**config.mk**
```make
export PLATFORM = sky130hd
export DESIGN_NAME = aout_top
export DESIGN_NICKNAME = d
export VERILOG_FILES = /design/src/rtl/aout_pkg.sv /design/src/rtl/aout_apb_regs.sv /design/src/rtl/aout_sample_fifo.sv /design/src/rtl/aout_pwm.sv /design/src/rtl/aout_top.sv
export SDC_FILE = /design/constraint.sdc
export NUM_CORES = 1
export LEC_CHECK = 0
export BUFFER_PORTS_ARGS = -buffer_cell sky130_fd_sc_hd__buf_4
export CAP_MARGIN = 20
export CORE_MARGIN = 4
export CORE_UTILIZATION = 50
export DETAILED_ROUTE_END_ITERATION = 16
export GPL_TIMING_DRIVEN = 0
export PLACE_DENSITY = 0.76
export SETUP_SLACK_MARGIN = 0.05
export SLEW_MARGIN = 20
export SYNTH_ARGS = -nofsm -noshare
export SYNTH_HDL_FRONTEND = slang
export SYNTH_SLANG_ARGS = --single-unit
```
**constraint.sdc**
```tcl
create_clock -name clk_sys -period 2.65 [get_ports clk_sys]
set_clock_uncertainty 0.15 [all_clocks]
set_input_delay 0.53 -clock clk_sys [delete_from_list [all_inputs] [get_ports clk_sys]]
set_output_delay 0.53 -clock clk_sys [all_outputs]
set_load 0.005 [all_outputs]
```
**src/rtl/aout_pkg.sv**
```systemverilog
/*
 * Audio output shared definitions: widths, register offsets,
 * control and status structs, and the APB write-word union
 */

`default_nettype none

package aout_pkg;

    // ------------------------------------------------------------------
    // Widths

    localparam int sample_w    = 16;
    localparam int pwm_bits    = 8;     // Duty bits, one period is 256 cycles
    localparam int interval_w  = 8;
    localparam int irq_level_w = 4;
    localparam int apb_addr_w  = 4;

    // ------------------------------------------------------------------
    // Register map

    localparam logic [apb_addr_w-1:0] csr_offset  = 4'h0;
    localparam logic [apb_addr_w-1:0] fifo_offset = 4'h4;

    // ------------------------------------------------------------------
    // Register layouts

    // Control view of a write word, LSB field last
    typedef struct packed {
        logic [7:0]             spare_hi;
        logic [interval_w-1:0]  interval;
        logic [irq_level_w-1:0] irq_level;
        logic [9:0]             spare_lo;
        logic                   signed_fmt;
        logic                   enable;
    } aout_ctrl_t;

    // Sample view of a write word
    typedef struct packed {
        logic [15:0]         spare;
        logic [sample_w-1:0] sample;
    } aout_sample_t;

    // Same APB word, decoded by address
    typedef union packed {
        aout_ctrl_t   ctrl;
        aout_sample_t smp;
    } aout_wdata_u;

    // Status byte, placed in bits 31:24 of a control read
    typedef struct packed {
        logic       running;
        logic       fifo_full;
        logic [5:0] level;
    } aout_status_t;

endpackage

`default_nettype wire

```
**src/rtl/aout_apb_regs.sv**
```systemverilog
/*
 * APB slave for the audio output: control register, sample push
 * with back-pressure while the FIFO is full, and status readback
 */

`timescale 1ns/10ps
`default_nettype none

module aout_apb_regs
    import aout_pkg::*;
#(
    parameter int fifo_addr_w = 2
) (
    input  logic                  clk_sys,
    input  logic                  rst_n_sys,

    input  logic                  psel,
    input  logic                  penable,
    input  logic                  pwrite,
    input  logic [apb_addr_w-1:0] paddr,
    input  aout_wdata_u           pwdata,
    output logic [31:0]           prdata,
    output logic                  pready,
    output logic                  pslverr,

    input  logic                  fifo_full,
    input  logic [fifo_addr_w:0]  fifo_level,
    input  logic                  running,

    output aout_ctrl_t            ctrl,
    output logic                  push,
    output logic [sample_w-1:0]   push_sample
);

    logic         csr_hit;
    logic         fifo_hit;
    logic         access;
    logic         csr_wr;
    aout_status_t status;

    // ------------------------------------------------------------------
    // Address decode and handshake

    assign csr_hit  = (paddr == csr_offset);
    assign fifo_hit = (paddr == fifo_offset);
    assign access   = psel && penable;

    // Sample writes wait here until the FIFO has room
    assign pready  = !(psel && pwrite && fifo_hit && fifo_full);
    assign pslverr = access && !(csr_hit || fifo_hit);

    assign csr_wr = access && pwrite && csr_hit;

    // Push lands in the completing access cycle
    assign push        = access && pwrite && fifo_hit && !fifo_full;
    assign push_sample = pwdata.smp.sample;

    // ------------------------------------------------------------------
    // Control register

    always_ff @(posedge clk_sys or negedge rst_n_sys) begin
        if (!rst_n_sys) begin
            ctrl <= '0;
        end else if (csr_wr) begin
            ctrl.enable     <= pwdata.ctrl.enable;
            ctrl.signed_fmt <= pwdata.ctrl.signed_fmt;
            ctrl.irq_level  <= pwdata.ctrl.irq_level;
            ctrl.interval   <= pwdata.ctrl.interval;
            // Spare fields always read back as zero
            ctrl.spare_lo   <= '0;
            ctrl.spare_hi   <= '0;
        end
    end

    // ------------------------------------------------------------------
    // Read data

    always_comb begin
        status.running   = running;
        status.fifo_full = fifo_full;
        status.level     = 6'(fifo_level);
    end

    always_comb begin
        prdata = '0;
        if (psel && !pwrite && csr_hit) begin
            prdata = {status, ctrl.interval, ctrl.irq_level, ctrl.spare_lo,
                      ctrl.signed_fmt, ctrl.enable};
        end
    end

    // ------------------------------------------------------------------
    // Checks

    // The FIFO never sees a push it cannot store
    push_not_full: assert property (
        @(posedge clk_sys) disable iff (!rst_n_sys)
        push |-> (int'(fifo_level) < 2 ** fifo_addr_w)
    );

    // Software must stop playback before changing the repeat interval
    interval_stable: assert property (
        @(posedge clk_sys) disable iff (!rst_n_sys)
        running |=> $stable(ctrl.interval)
    );

endmodule

`default_nettype wire

```
**src/rtl/aout_sample_fifo.sv**
```systemverilog
/*
 * Synchronous sample FIFO with sign conversion on entry,
 * level count and level interrupt
 */

`timescale 1ns/10ps
`default_nettype none

module aout_sample_fifo
    import aout_pkg::*;
#(
    parameter int fifo_addr_w = 2
) (
    input  logic                   clk_sys,
    input  logic                   rst_n_sys,

    input  logic                   push,
    input  logic [sample_w-1:0]    push_sample,
    input  logic                   signed_fmt,
    input  logic [irq_level_w-1:0] irq_level,

    input  logic                   pop,
    output logic                   rd_valid,
    output logic [sample_w-1:0]    rd_sample,

    output logic                   full,
    output logic [fifo_addr_w:0]   level,
    output logic                   irq
);

    localparam int depth = 2 ** fifo_addr_w;
    localparam logic [sample_w-1:0] sign_mask = {1'b1, {(sample_w-1){1'b0}}};

    logic [sample_w-1:0]    mem [depth];
    logic [fifo_addr_w-1:0] wr_ptr;
    logic [fifo_addr_w-1:0] rd_ptr;
    logic [sample_w-1:0]    wr_data;

    // ------------------------------------------------------------------
    // Storage

    // Signed samples become offset binary here, so the PWM stage
    // only ever sees unsigned values
    assign wr_data = push_sample ^ (signed_fmt ? sign_mask : '0);

    always_ff @(posedge clk_sys) begin
        if (push) begin
            mem[wr_ptr] <= wr_data;
        end
    end

    assign rd_sample = mem[rd_ptr];

    // ------------------------------------------------------------------
    // Pointers and level

    always_ff @(posedge clk_sys or negedge rst_n_sys) begin
        if (!rst_n_sys) begin
            wr_ptr <= '0;
            rd_ptr <= '0;
            level  <= '0;
        end else begin
            if (push) begin
                wr_ptr <= wr_ptr + 1'b1;
            end
            if (pop) begin
                rd_ptr <= rd_ptr + 1'b1;
            end
            case ({push, pop})
                2'b10:   level <= level + 1'b1;
                2'b01:   level <= level - 1'b1;
                default: level <= level;
            endcase
        end
    end

    assign rd_valid = (level != '0);

    // Level only reaches depth when full, so the top bit is the flag
    assign full = level[fifo_addr_w];

    // Level interrupt, high at or below the threshold
    assign irq = ({{irq_level_w{1'b0}}, level} <= {{(fifo_addr_w+1){1'b0}}, irq_level});

    // ------------------------------------------------------------------
    // Checks

    pop_needs_valid: assert property (
        @(posedge clk_sys) disable iff (!rst_n_sys)
        pop |-> rd_valid
    );

endmodule

`default_nettype wire

```
**src/rtl/aout_pwm.sv**
```systemverilog
/*
 * Repeat-interval sequencer and PWM modulator driving the audio pin
 */

`timescale 1ns/10ps
`default_nettype none

module aout_pwm
    import aout_pkg::*;
(
    input  logic                  clk_sys,
    input  logic                  rst_n_sys,

    input  logic                  enable,
    input  logic [interval_w-1:0] interval,

    input  logic                  rd_valid,
    input  logic [sample_w-1:0]   rd_sample,
    output logic                  pop,

    output logic                  running,
    output logic                  audio
);

    logic [pwm_bits-1:0]   period_cnt;
    logic [interval_w-1:0] hold_cnt;
    logic [pwm_bits-1:0]   duty_q;
    logic                  have_q;

    logic                  boundary;
    logic                  need_new;
    logic                  load;
    logic [pwm_bits-1:0]   duty_now;
    logic                  have_now;

    // ------------------------------------------------------------------
    // Sequencer

    assign boundary = enable && (period_cnt == '0);

    // Current sample has had interval + 1 periods, or there is none
    assign need_new = !have_q || (hold_cnt == interval);
    assign load     = boundary && need_new;
    assign pop      = load && rd_valid;

    // Duty in force for this cycle, including a sample loaded right now
    always_comb begin
        duty_now = duty_q;
        have_now = have_q;
        if (load) begin
            have_now = rd_valid;
            duty_now = rd_valid ? rd_sample[sample_w-1 -: pwm_bits] : '0;
        end
    end

    always_ff @(posedge clk_sys) begin
        if (load) begin
            duty_q <= duty_now;
        end
    end

    // ------------------------------------------------------------------
    // Counters and output

    always_ff @(posedge clk_sys or negedge rst_n_sys) begin
        if (!rst_n_sys) begin
            period_cnt <= '0;
            hold_cnt   <= '0;
            have_q     <= 1'b0;
            audio      <= 1'b0;
        end else if (!enable) begin
            period_cnt <= '0;
            hold_cnt   <= '0;
            have_q     <= 1'b0;
            audio      <= 1'b0;
        end else begin
            period_cnt <= period_cnt + 1'b1;
            have_q     <= have_now;
            if (load) begin
                hold_cnt <= '0;
            end else if (boundary) begin
                hold_cnt <= hold_cnt + 1'b1;
            end
            // Registered, so each period gives exactly duty high cycles
            audio <= have_now && (period_cnt < duty_now);
        end
    end

    assign running = have_q;

endmodule

`default_nettype wire

```
**src/rtl/aout_top.sv**
```systemverilog
/*
 * Audio output top level: APB registers, sample FIFO and PWM stage
 */

`timescale 1ns/10ps
`default_nettype none

module aout_top
    import aout_pkg::*;
#(
    parameter int fifo_addr_w = 2
) (
    input  logic                  clk_sys,
    input  logic                  rst_n_sys,

    input  logic                  psel,
    input  logic                  penable,
    input  logic                  pwrite,
    input  logic [apb_addr_w-1:0] paddr,
    input  aout_wdata_u           pwdata,
    output logic [31:0]           prdata,
    output logic                  pready,
    output logic                  pslverr,

    output logic                  irq_aout,
    output logic                  audio
);

    aout_ctrl_t            ctrl;
    logic                  push;
    logic [sample_w-1:0]   push_sample;
    logic                  fifo_full;
    logic [fifo_addr_w:0]  fifo_level;
    logic                  rd_valid;
    logic [sample_w-1:0]   rd_sample;
    logic                  pop;
    logic                  running;

    aout_apb_regs #(
        .fifo_addr_w (fifo_addr_w)
    ) aout_apb_regs_i (
        .clk_sys     (clk_sys),
        .rst_n_sys   (rst_n_sys),
        .psel        (psel),
        .penable     (penable),
        .pwrite      (pwrite),
        .paddr       (paddr),
        .pwdata      (pwdata),
        .prdata      (prdata),
        .pready      (pready),
        .pslverr     (pslverr),
        .fifo_full   (fifo_full),
        .fifo_level  (fifo_level),
        .running     (running),
        .ctrl        (ctrl),
        .push        (push),
        .push_sample (push_sample)
    );

    aout_sample_fifo #(
        .fifo_addr_w (fifo_addr_w)
    ) aout_sample_fifo_i (
        .clk_sys     (clk_sys),
        .rst_n_sys   (rst_n_sys),
        .push        (push),
        .push_sample (push_sample),
        .signed_fmt  (ctrl.signed_fmt),
        .irq_level   (ctrl.irq_level),
        .pop         (pop),
        .rd_valid    (rd_valid),
        .rd_sample   (rd_sample),
        .full        (fifo_full),
        .level       (fifo_level),
        .irq         (irq_aout)
    );

    aout_pwm aout_pwm_i (
        .clk_sys     (clk_sys),
        .rst_n_sys   (rst_n_sys),
        .enable      (ctrl.enable),
        .interval    (ctrl.interval),
        .rd_valid    (rd_valid),
        .rd_sample   (rd_sample),
        .pop         (pop),
        .running     (running),
        .audio       (audio)
    );

endmodule

`default_nettype wire

```
==> impl_metrics.tcl, run 1 <==
set metrics [dict create \
    status "finished with violations" \
    violations "hold timing, setup timing" \
    crit_type "register to register" \
    setup-tns-final_ps -288.9 \
    whs_ps -11.08 \
    cellPowerDensity_nw_per_um2 648.8 \
    diodes 0 \
    cp-end-kind "register" \
    netlist_area_sq_um 3939 \
    syn_inst 309 \
    synth_top_area_share_pct 30.50 \
    htreeDepth 3 \
    fin_crit_sh_pct 107.3 \
    start_util_pct 51.24 \
    drt-pass1-iter-count 4 \
    place.gp.congestion 0.7836 \
    rows 32 \
    io_pins 77 \
    dp_hpwl_um 5521 \
    cap_violations 0 \
    dieWidth_um 96.76 \
    arrival_ps 2980 \
    r2r_end "aout_pwm_i.audio$_DFF_PN0_" \
    drive_gt1_share_pct 36.09 \
    synth.area.mux_share_pct 8.577 \
    track_usage_pct 17.31 \
    port_buffers 48 \
    grt_pass1_wl_um 12980 \
    final_area_sq_um 4873 \
    fill_cells 586 \
    overflow 0 \
    synth_cell_types 48 \
    postSynthAreaPerCell_sq_um 12.75 \
    ys_top_cells_by_area "edfxtp_1 30%, dfrtp_1 25%, ha_1 5.7%" \
    synth-simple-area-share_pct 11.82 \
    peakVddDrop_uv 451.4 \
    antenna_found_initial 0 \
    synth.largest_area_cell "edfxtp_1" \
    clk_pin_slew_ps 80 \
    drt_iter0_markers 82 \
    startpoint_type "register" \
    yosys.area_share.xor_xnor_pct 5.337 \
    vias 2573 \
    drc 0 \
    placed_cell_area_sq_um 4472 \
    final_nets 454 \
    synth_top_family_by_area "simple AND/OR/NAND/NOR gates" \
    p_leak_nw 2.121 \
    ys_warn_count 0 \
    fin_crit_ps 2843 \
    clockBufferDepth 2 \
    viasPerCell 5.136 \
    min_path_type "input port to asynchronous set/reset pin" \
    crit_fanout 8 \
    synth_compound_area_share_pct 6.989 \
    drtAntennaViolNets 0 \
    hold_viol 4 \
    finalSetupViolations 2 \
    ys_seq_area_share_pct 55.27 \
    cts_tree "built" \
    worstReg2RegStart "aout_pwm_i.period_cnt[7]$_DFF_PN0_" \
    synthAdderAreaFrac_pct 6.226 \
    wl_per_cell_um 15.01 \
    die_area_sq_um 9362 \
    ys_seq_elements 79 \
    max_freq_mhz 351.8 \
    root_buffer "clkbuf_8" \
    die_h_um 96.76 \
    required_ps 2790 \
    rsz0062_at_grt "yes" \
    worst_pin_slew_ps 678.3 \
    syn2layout_area_growth_pct 23.73 \
    cts_buffers 9 \
    reg2reg_depth 13 \
    maxSlewHeadroom_pct 54.44 \
    core-area_sq_um 7687 \
    wirelength_um 7520 \
    grt_pass1_vias 2662 \
    worstSkewPairLatency_ps 350 \
    worst-r2r-setup-slack_ps -190 \
    worst_slack_ps -192.6 \
    clock-sinks 79 \
    drv_slew 0 \
    grt_max_degree 40 \
]
routing by layer:
layer	up-vias	track usage (%)	share of wire [%]
li1	1251	-	-
met1	1257	21.46	44
met2	51	29.25	50
met3	14	5.479	4.5
met4	0	4.860	1.6
met5	-	0	0
flip-flops by register name, indices dropped and copies added, names as in the netlist:
name	count
aout_apb_regs_i.ctrl	14
aout_pwm_i.audio	1
aout_pwm_i.duty_q	8
aout_pwm_i.hold_cnt	8
aout_pwm_i.period_cnt	8
aout_pwm_i.running	1
aout_sample_fifo_i.level	3
aout_sample_fifo_i.mem	32
aout_sample_fifo_i.rd_ptr	2
aout_sample_fifo_i.wr_ptr	2
worst max-delay path: stages (launching register included):
cell,delay [ps]
dfrtp_2,460
nor4_4,320
and4_1,230
buf_4,180
nand2_4,90
a22o_1,270
inv_2,70
ha_4,190
a21o_1,190
a21oi_2,150
o221ai_2,110
a31oi_2,180
o211ai_1,110
nand2_1,80
through the flow:
stage	total power, mW	instances	setup slack (ps)	utilization (%)
5_1_grt	3.340	501	-312.6	63.40
3_3_place_gp	2.178	471	-489.4	58.17
4_1_cts	3.169	495	-273.9	62.53
2_1_floorplan	1.995	321	-45.79	-
3_5_place_dp	2.220	471	-583.4	58.17
6_report	3.162	501	-192.6	63.40
cells by family after synthesis:
kind of cell    after synthesis
simple gates                 83
flops                        79
buf+inv                      42
compound gates               39
xor+xnor                     24
mux                          22
fa+ha+maj                    19
other cells                   1
placed cells by master (no fill, tap or decap), types with 3 or more instances in the layout:
cell / instances
and2_1: 18
nand4_1: 3
clkbuf_1: 4
mux4_2: 8
clkbuf_8: 10
and3_1: 5
xor2_1: 10
o21ai_0: 11
xnor2_1: 13
conb_1: 13
dfrtp_1: 33
nor4_1: 5
nand2_1: 12
ha_1: 16
nor2_1: 17
dfrtp_2: 6
nand3_1: 9
buf_4: 77
inv_1: 18
mux2_2: 14
a22oi_1: 6
edfxtp_1: 40
what timing repair did:
item / in CTS / in global routing
setup endpoints to repair: 14 / 5
resized for setup: 22 / 9
pin swaps: 11 / 12
hold buffers: 0 / 0
setup buffers: 8 / 7
where the power goes:
part / total [mW] / switching, mW / internal [mW] / leakage, nW
clock: 0.894 / 0.431 / 0.463 / 0.104
sequential: 1.47 / 0.0770 / 1.40 / 0.871
combinational: 0.795 / 0.398 / 0.396 / 1.15
total: 3.16 / 0.907 / 2.26 / 2.12
final cells by class:
type	count	area [sq um]	area share, %
Sequential cell	79	2185	44.83
Multi-Input combinational cell	200	1665	34.17
Timing Repair Buffer	62	469.2	9.628
Buffer	22	152.6	3.132
Clock buffer	11	141.4	2.901
Tap cell	102	127.6	2.619
Inverter	20	75.07	1.540
Clock inverter	5	57.56	1.181
how the worst max path moves through the flow:
stage | startpoint | end
finish | aout_pwm_i.period_cnt[7]$_DFF_PN0_ | aout_pwm_i.audio$_DFF_PN0_
global route | aout_apb_regs_i.ctrl[22]$_DFFE_PN0P_ | aout_pwm_i.audio$_DFF_PN0_
CTS | aout_pwm_i.hold_cnt[6]$_DFFE_PN0P_ | aout_pwm_i.audio$_DFF_PN0_
detailed placement | aout_pwm_i.period_cnt[7]$_DFF_PN0_ | aout_pwm_i.audio$_DFF_PN0_
global placement | aout_pwm_i.period_cnt[7]$_DFF_PN0_ | aout_pwm_i.audio$_DFF_PN0_
floorplan | aout_pwm_i.period_cnt[7]$_DFF_PN0_ | aout_pwm_i.audio$_DFF_PN0_
synth_stat cells (all sizes together):
| library cell | count |
|---|---|
| nand4 | 4 |
| a32o | 1 |
| o31ai | 1 |
| nand2b | 2 |
| xor2 | 10 |
| buf | 18 |
| fa | 1 |
| clkbuf | 4 |
| a31oi | 3 |
| nor3 | 4 |
| o211ai | 2 |
| o21ai | 14 |
| ha | 18 |
| o211a | 1 |
| nor2b | 1 |
| nor2 | 17 |
| xnor2 | 14 |
| a21o | 2 |
| conb | 1 |
| or2 | 1 |
| nor4 | 6 |
| dfrtp | 39 |
| mux2 | 14 |
| and3 | 5 |
| edfxtp | 40 |
| a311oi | 1 |
| o21a | 2 |
| and4 | 1 |
| mux4 | 8 |
| and2 | 18 |
| a21oi | 2 |
| nor3b | 1 |
| o221ai | 1 |
| nand2 | 14 |
| inv | 20 |
| nand3 | 9 |
| o41ai | 2 |
| a22oi | 6 |
| a22o | 1 |
(Power assumes the default switching activity.)
==> inputs of run 2 (changes only) <==
REMOVE_ABC_BUFFERS = 1   (was default)
==> run 2 against run 1 <==
  * The run still ends with hold timing, setup timing left
  * First-iteration DRC count up 6.1%
  * Critical path depth unchanged
  * Count of clock-buffer cells in the layout is 2 lower
  * Largest cell class unchanged
  * Sequential power rose by 5%
  * Register-to-register slack lost 60 ps
  * Highest routed layer unchanged
==> impl_metrics.tcl, run 2 (synthesis results as in run 1) <==
set metrics [dict create \
    place.gp.congestion 0.7594 \
    min_path_type "input port to asynchronous set/reset pin" \
    track_usage_pct 17.10 \
    htreeDepth 3 \
    worst_slack_ps -250.6 \
    root_buffer "clkbuf_8" \
    whs_ps -12.37 \
    arrival_ps 3050 \
    drv_slew 0 \
    setup-tns-final_ps -341.8 \
    overflow 0 \
    wl_met3_um 314 \
    peakVddDrop_uv 406.4 \
    die_area_sq_um 9362 \
    maxSlewHeadroom_pct 54.24 \
    regMostFlops "aout_sample_fifo_i.mem" \
    slowest_stage "dfrtp_1" \
    dp_hpwl_um 5358 \
    violations "hold timing, setup timing" \
    die_h_um 96.76 \
    finalSetupViolations 2 \
    syn2layout_area_growth_pct 19.03 \
    wirelength_um 7788 \
    crit_type "register to register" \
    path_cells "xnor2_1, nand4_1, o21ai_2, nand2_4, a22o_1, inv_2, ha_4, a21o_1, a21oi_2, o221ai_2, a31oi_1, o211ai_1, nand2_1" \
    cts_tree "built" \
    clock-sinks 79 \
    drt-pass1-iter-count 4 \
    io_pins 77 \
    p_total_mw 3.135 \
    diodes 0 \
    hold_viol 7 \
    drt_iter0_markers 87 \
    largest_reg_flops 32 \
    fin_crit_sh_pct 109.5 \
    final_nets 429 \
    worst-r2r-setup-slack_ps -250 \
    grt_pass1_vias 2708 \
    reg_top3 "aout_sample_fifo_i.mem: 32 flops, aout_apb_regs_i.ctrl: 14 flops" \
    status "finished with violations" \
    start_util_pct 51.24 \
    clockBufferDepth 2 \
    layout_commonest_cell "buf_4" \
    vias 2563 \
    cap_violations 0 \
    drive_gt1_share_pct 32.09 \
    wl_per_cell_um 16.36 \
    grt_pass1_wl_um 12940 \
    port_buffers 49 \
    drtAntennaViolNets 0 \
    clk_pin_slew_ps 90 \
    fin_crit_ps 2901 \
    rsz0062_at_grt "yes" \
    cp-end-kind "register" \
    startpoint_type "register" \
    antenna_found_initial 0 \
    required_ps 2790 \
    drc 0 \
    rows 32 \
    wl_met2_um 4085 \
    grt_max_degree 40 \
    mostFrequentLayoutCells "58 x buf_4, 40 x edfxtp_1, 34 x dfrtp_1" \
    top_layer "met4" \
    worst_pin_slew_ps 681.1 \
    max_freq_mhz 344.8 \
    worstSkewPairLatency_ps 350 \
    cellPowerDensity_nw_per_um2 668.7 \
    p_leak_nw 1.998 \
    drt-met1-wl_um 3293 \
    dieWidth_um 96.76 \
    viasPerCell 5.384 \
    core-area_sq_um 7687 \
    crit_path_max_incr_delay_ps 440 \
    crit_fanout 10 \
    cts_buffers 9 \
]
run 2: changes by cell type in the layout (fill, tap and decap cells not counted), sizes merged:
cell / previous run / this run
buf: 81 / 59
clkbuf: 14 / 9
clkinv: 3 / 1
clkinvlp: 0 / 2
inv: 21 / 23
run 2: what timing repair did:
item,CTS,global route
pin swaps,13,3
hold buffers,0,0
setup buffers,8,2
gates cloned,0,0
resized for setup,15,8
endpoints found under the setup margin,17,17
run 2: cell type report:
class                           count  area, sq um
Fill cell                         613         2999
Sequential cell                    79         2183
Multi-Input combinational cell    200         1652
Timing Repair Buffer               59        446.7
Tap cell                          102        127.6
Clock buffer                        9        123.9
Clock inverter                      7        80.08
Inverter                           20        75.07
run 2: layer usage:
layer,vias up,track usage (%)
li1,1207,-
met1,1287,21.89
met2,56,29.09
met3,13,3.965
met4,0,4.968
met5,-,0
run 2: power by group:
| group | internal, mW | switching (mW) |
|---|---|---|
| Clock | 0.446 | 0.472 |
| Sequential | 1.40 | 0.139 |
| Combinational | 0.354 | 0.326 |
| Total | 2.20 | 0.938 |
run 2: final timing paths:
kind | startpoint | end | depth (start not counted)
hold / removal | rst_n_sys | aout_pwm_i.hold_cnt[7]$_DFFE_PN0P_ | 1
max in group asynchronous | rst_n_sys | aout_sample_fifo_i.rd_ptr[0]$_DFFE_PN0P_ | 1
hold reg to reg | aout_apb_regs_i.ctrl[14]$_DFFE_PN0P_ | aout_apb_regs_i.ctrl[14]$_DFFE_PN0P_ | 1
setup / recovery | aout_pwm_i.hold_cnt[5]$_DFFE_PN0P_ | aout_pwm_i.audio$_DFF_PN0_ | 13
setup reg to reg | aout_pwm_i.hold_cnt[5]$_DFFE_PN0P_ | aout_pwm_i.audio$_DFF_PN0_ | 13
min in group clk_sys | pwdata[9] | aout_sample_fifo_i.mem[3][9]$_DFFE_PP_ | 1
run 2: stage by stage:
stage,setup slack [ps],utilization [%],instances,instance area (sq um)
2_1_floorplan,-120.5,-,299,3835
6_report,-250.6,60.99,476,4688
3_5_place_dp,-561.3,56.33,450,4330
3_3_place_gp,-514.1,56.33,450,4330
4_1_cts,-262.9,60.50,474,4651
5_1_grt,-448.3,60.99,476,4688
run 2: worst max-delay path, delay by kind of cell, from the launching register on:
family,cells,cell delay (ps)
AO/OA/AOI/OAI,7,1350
flip-flops,1,440
AND/OR/NAND/NOR,3,430
adder cells (fa/ha/maj),1,200
XOR/XNOR,1,170
buffers and inverters,1,80
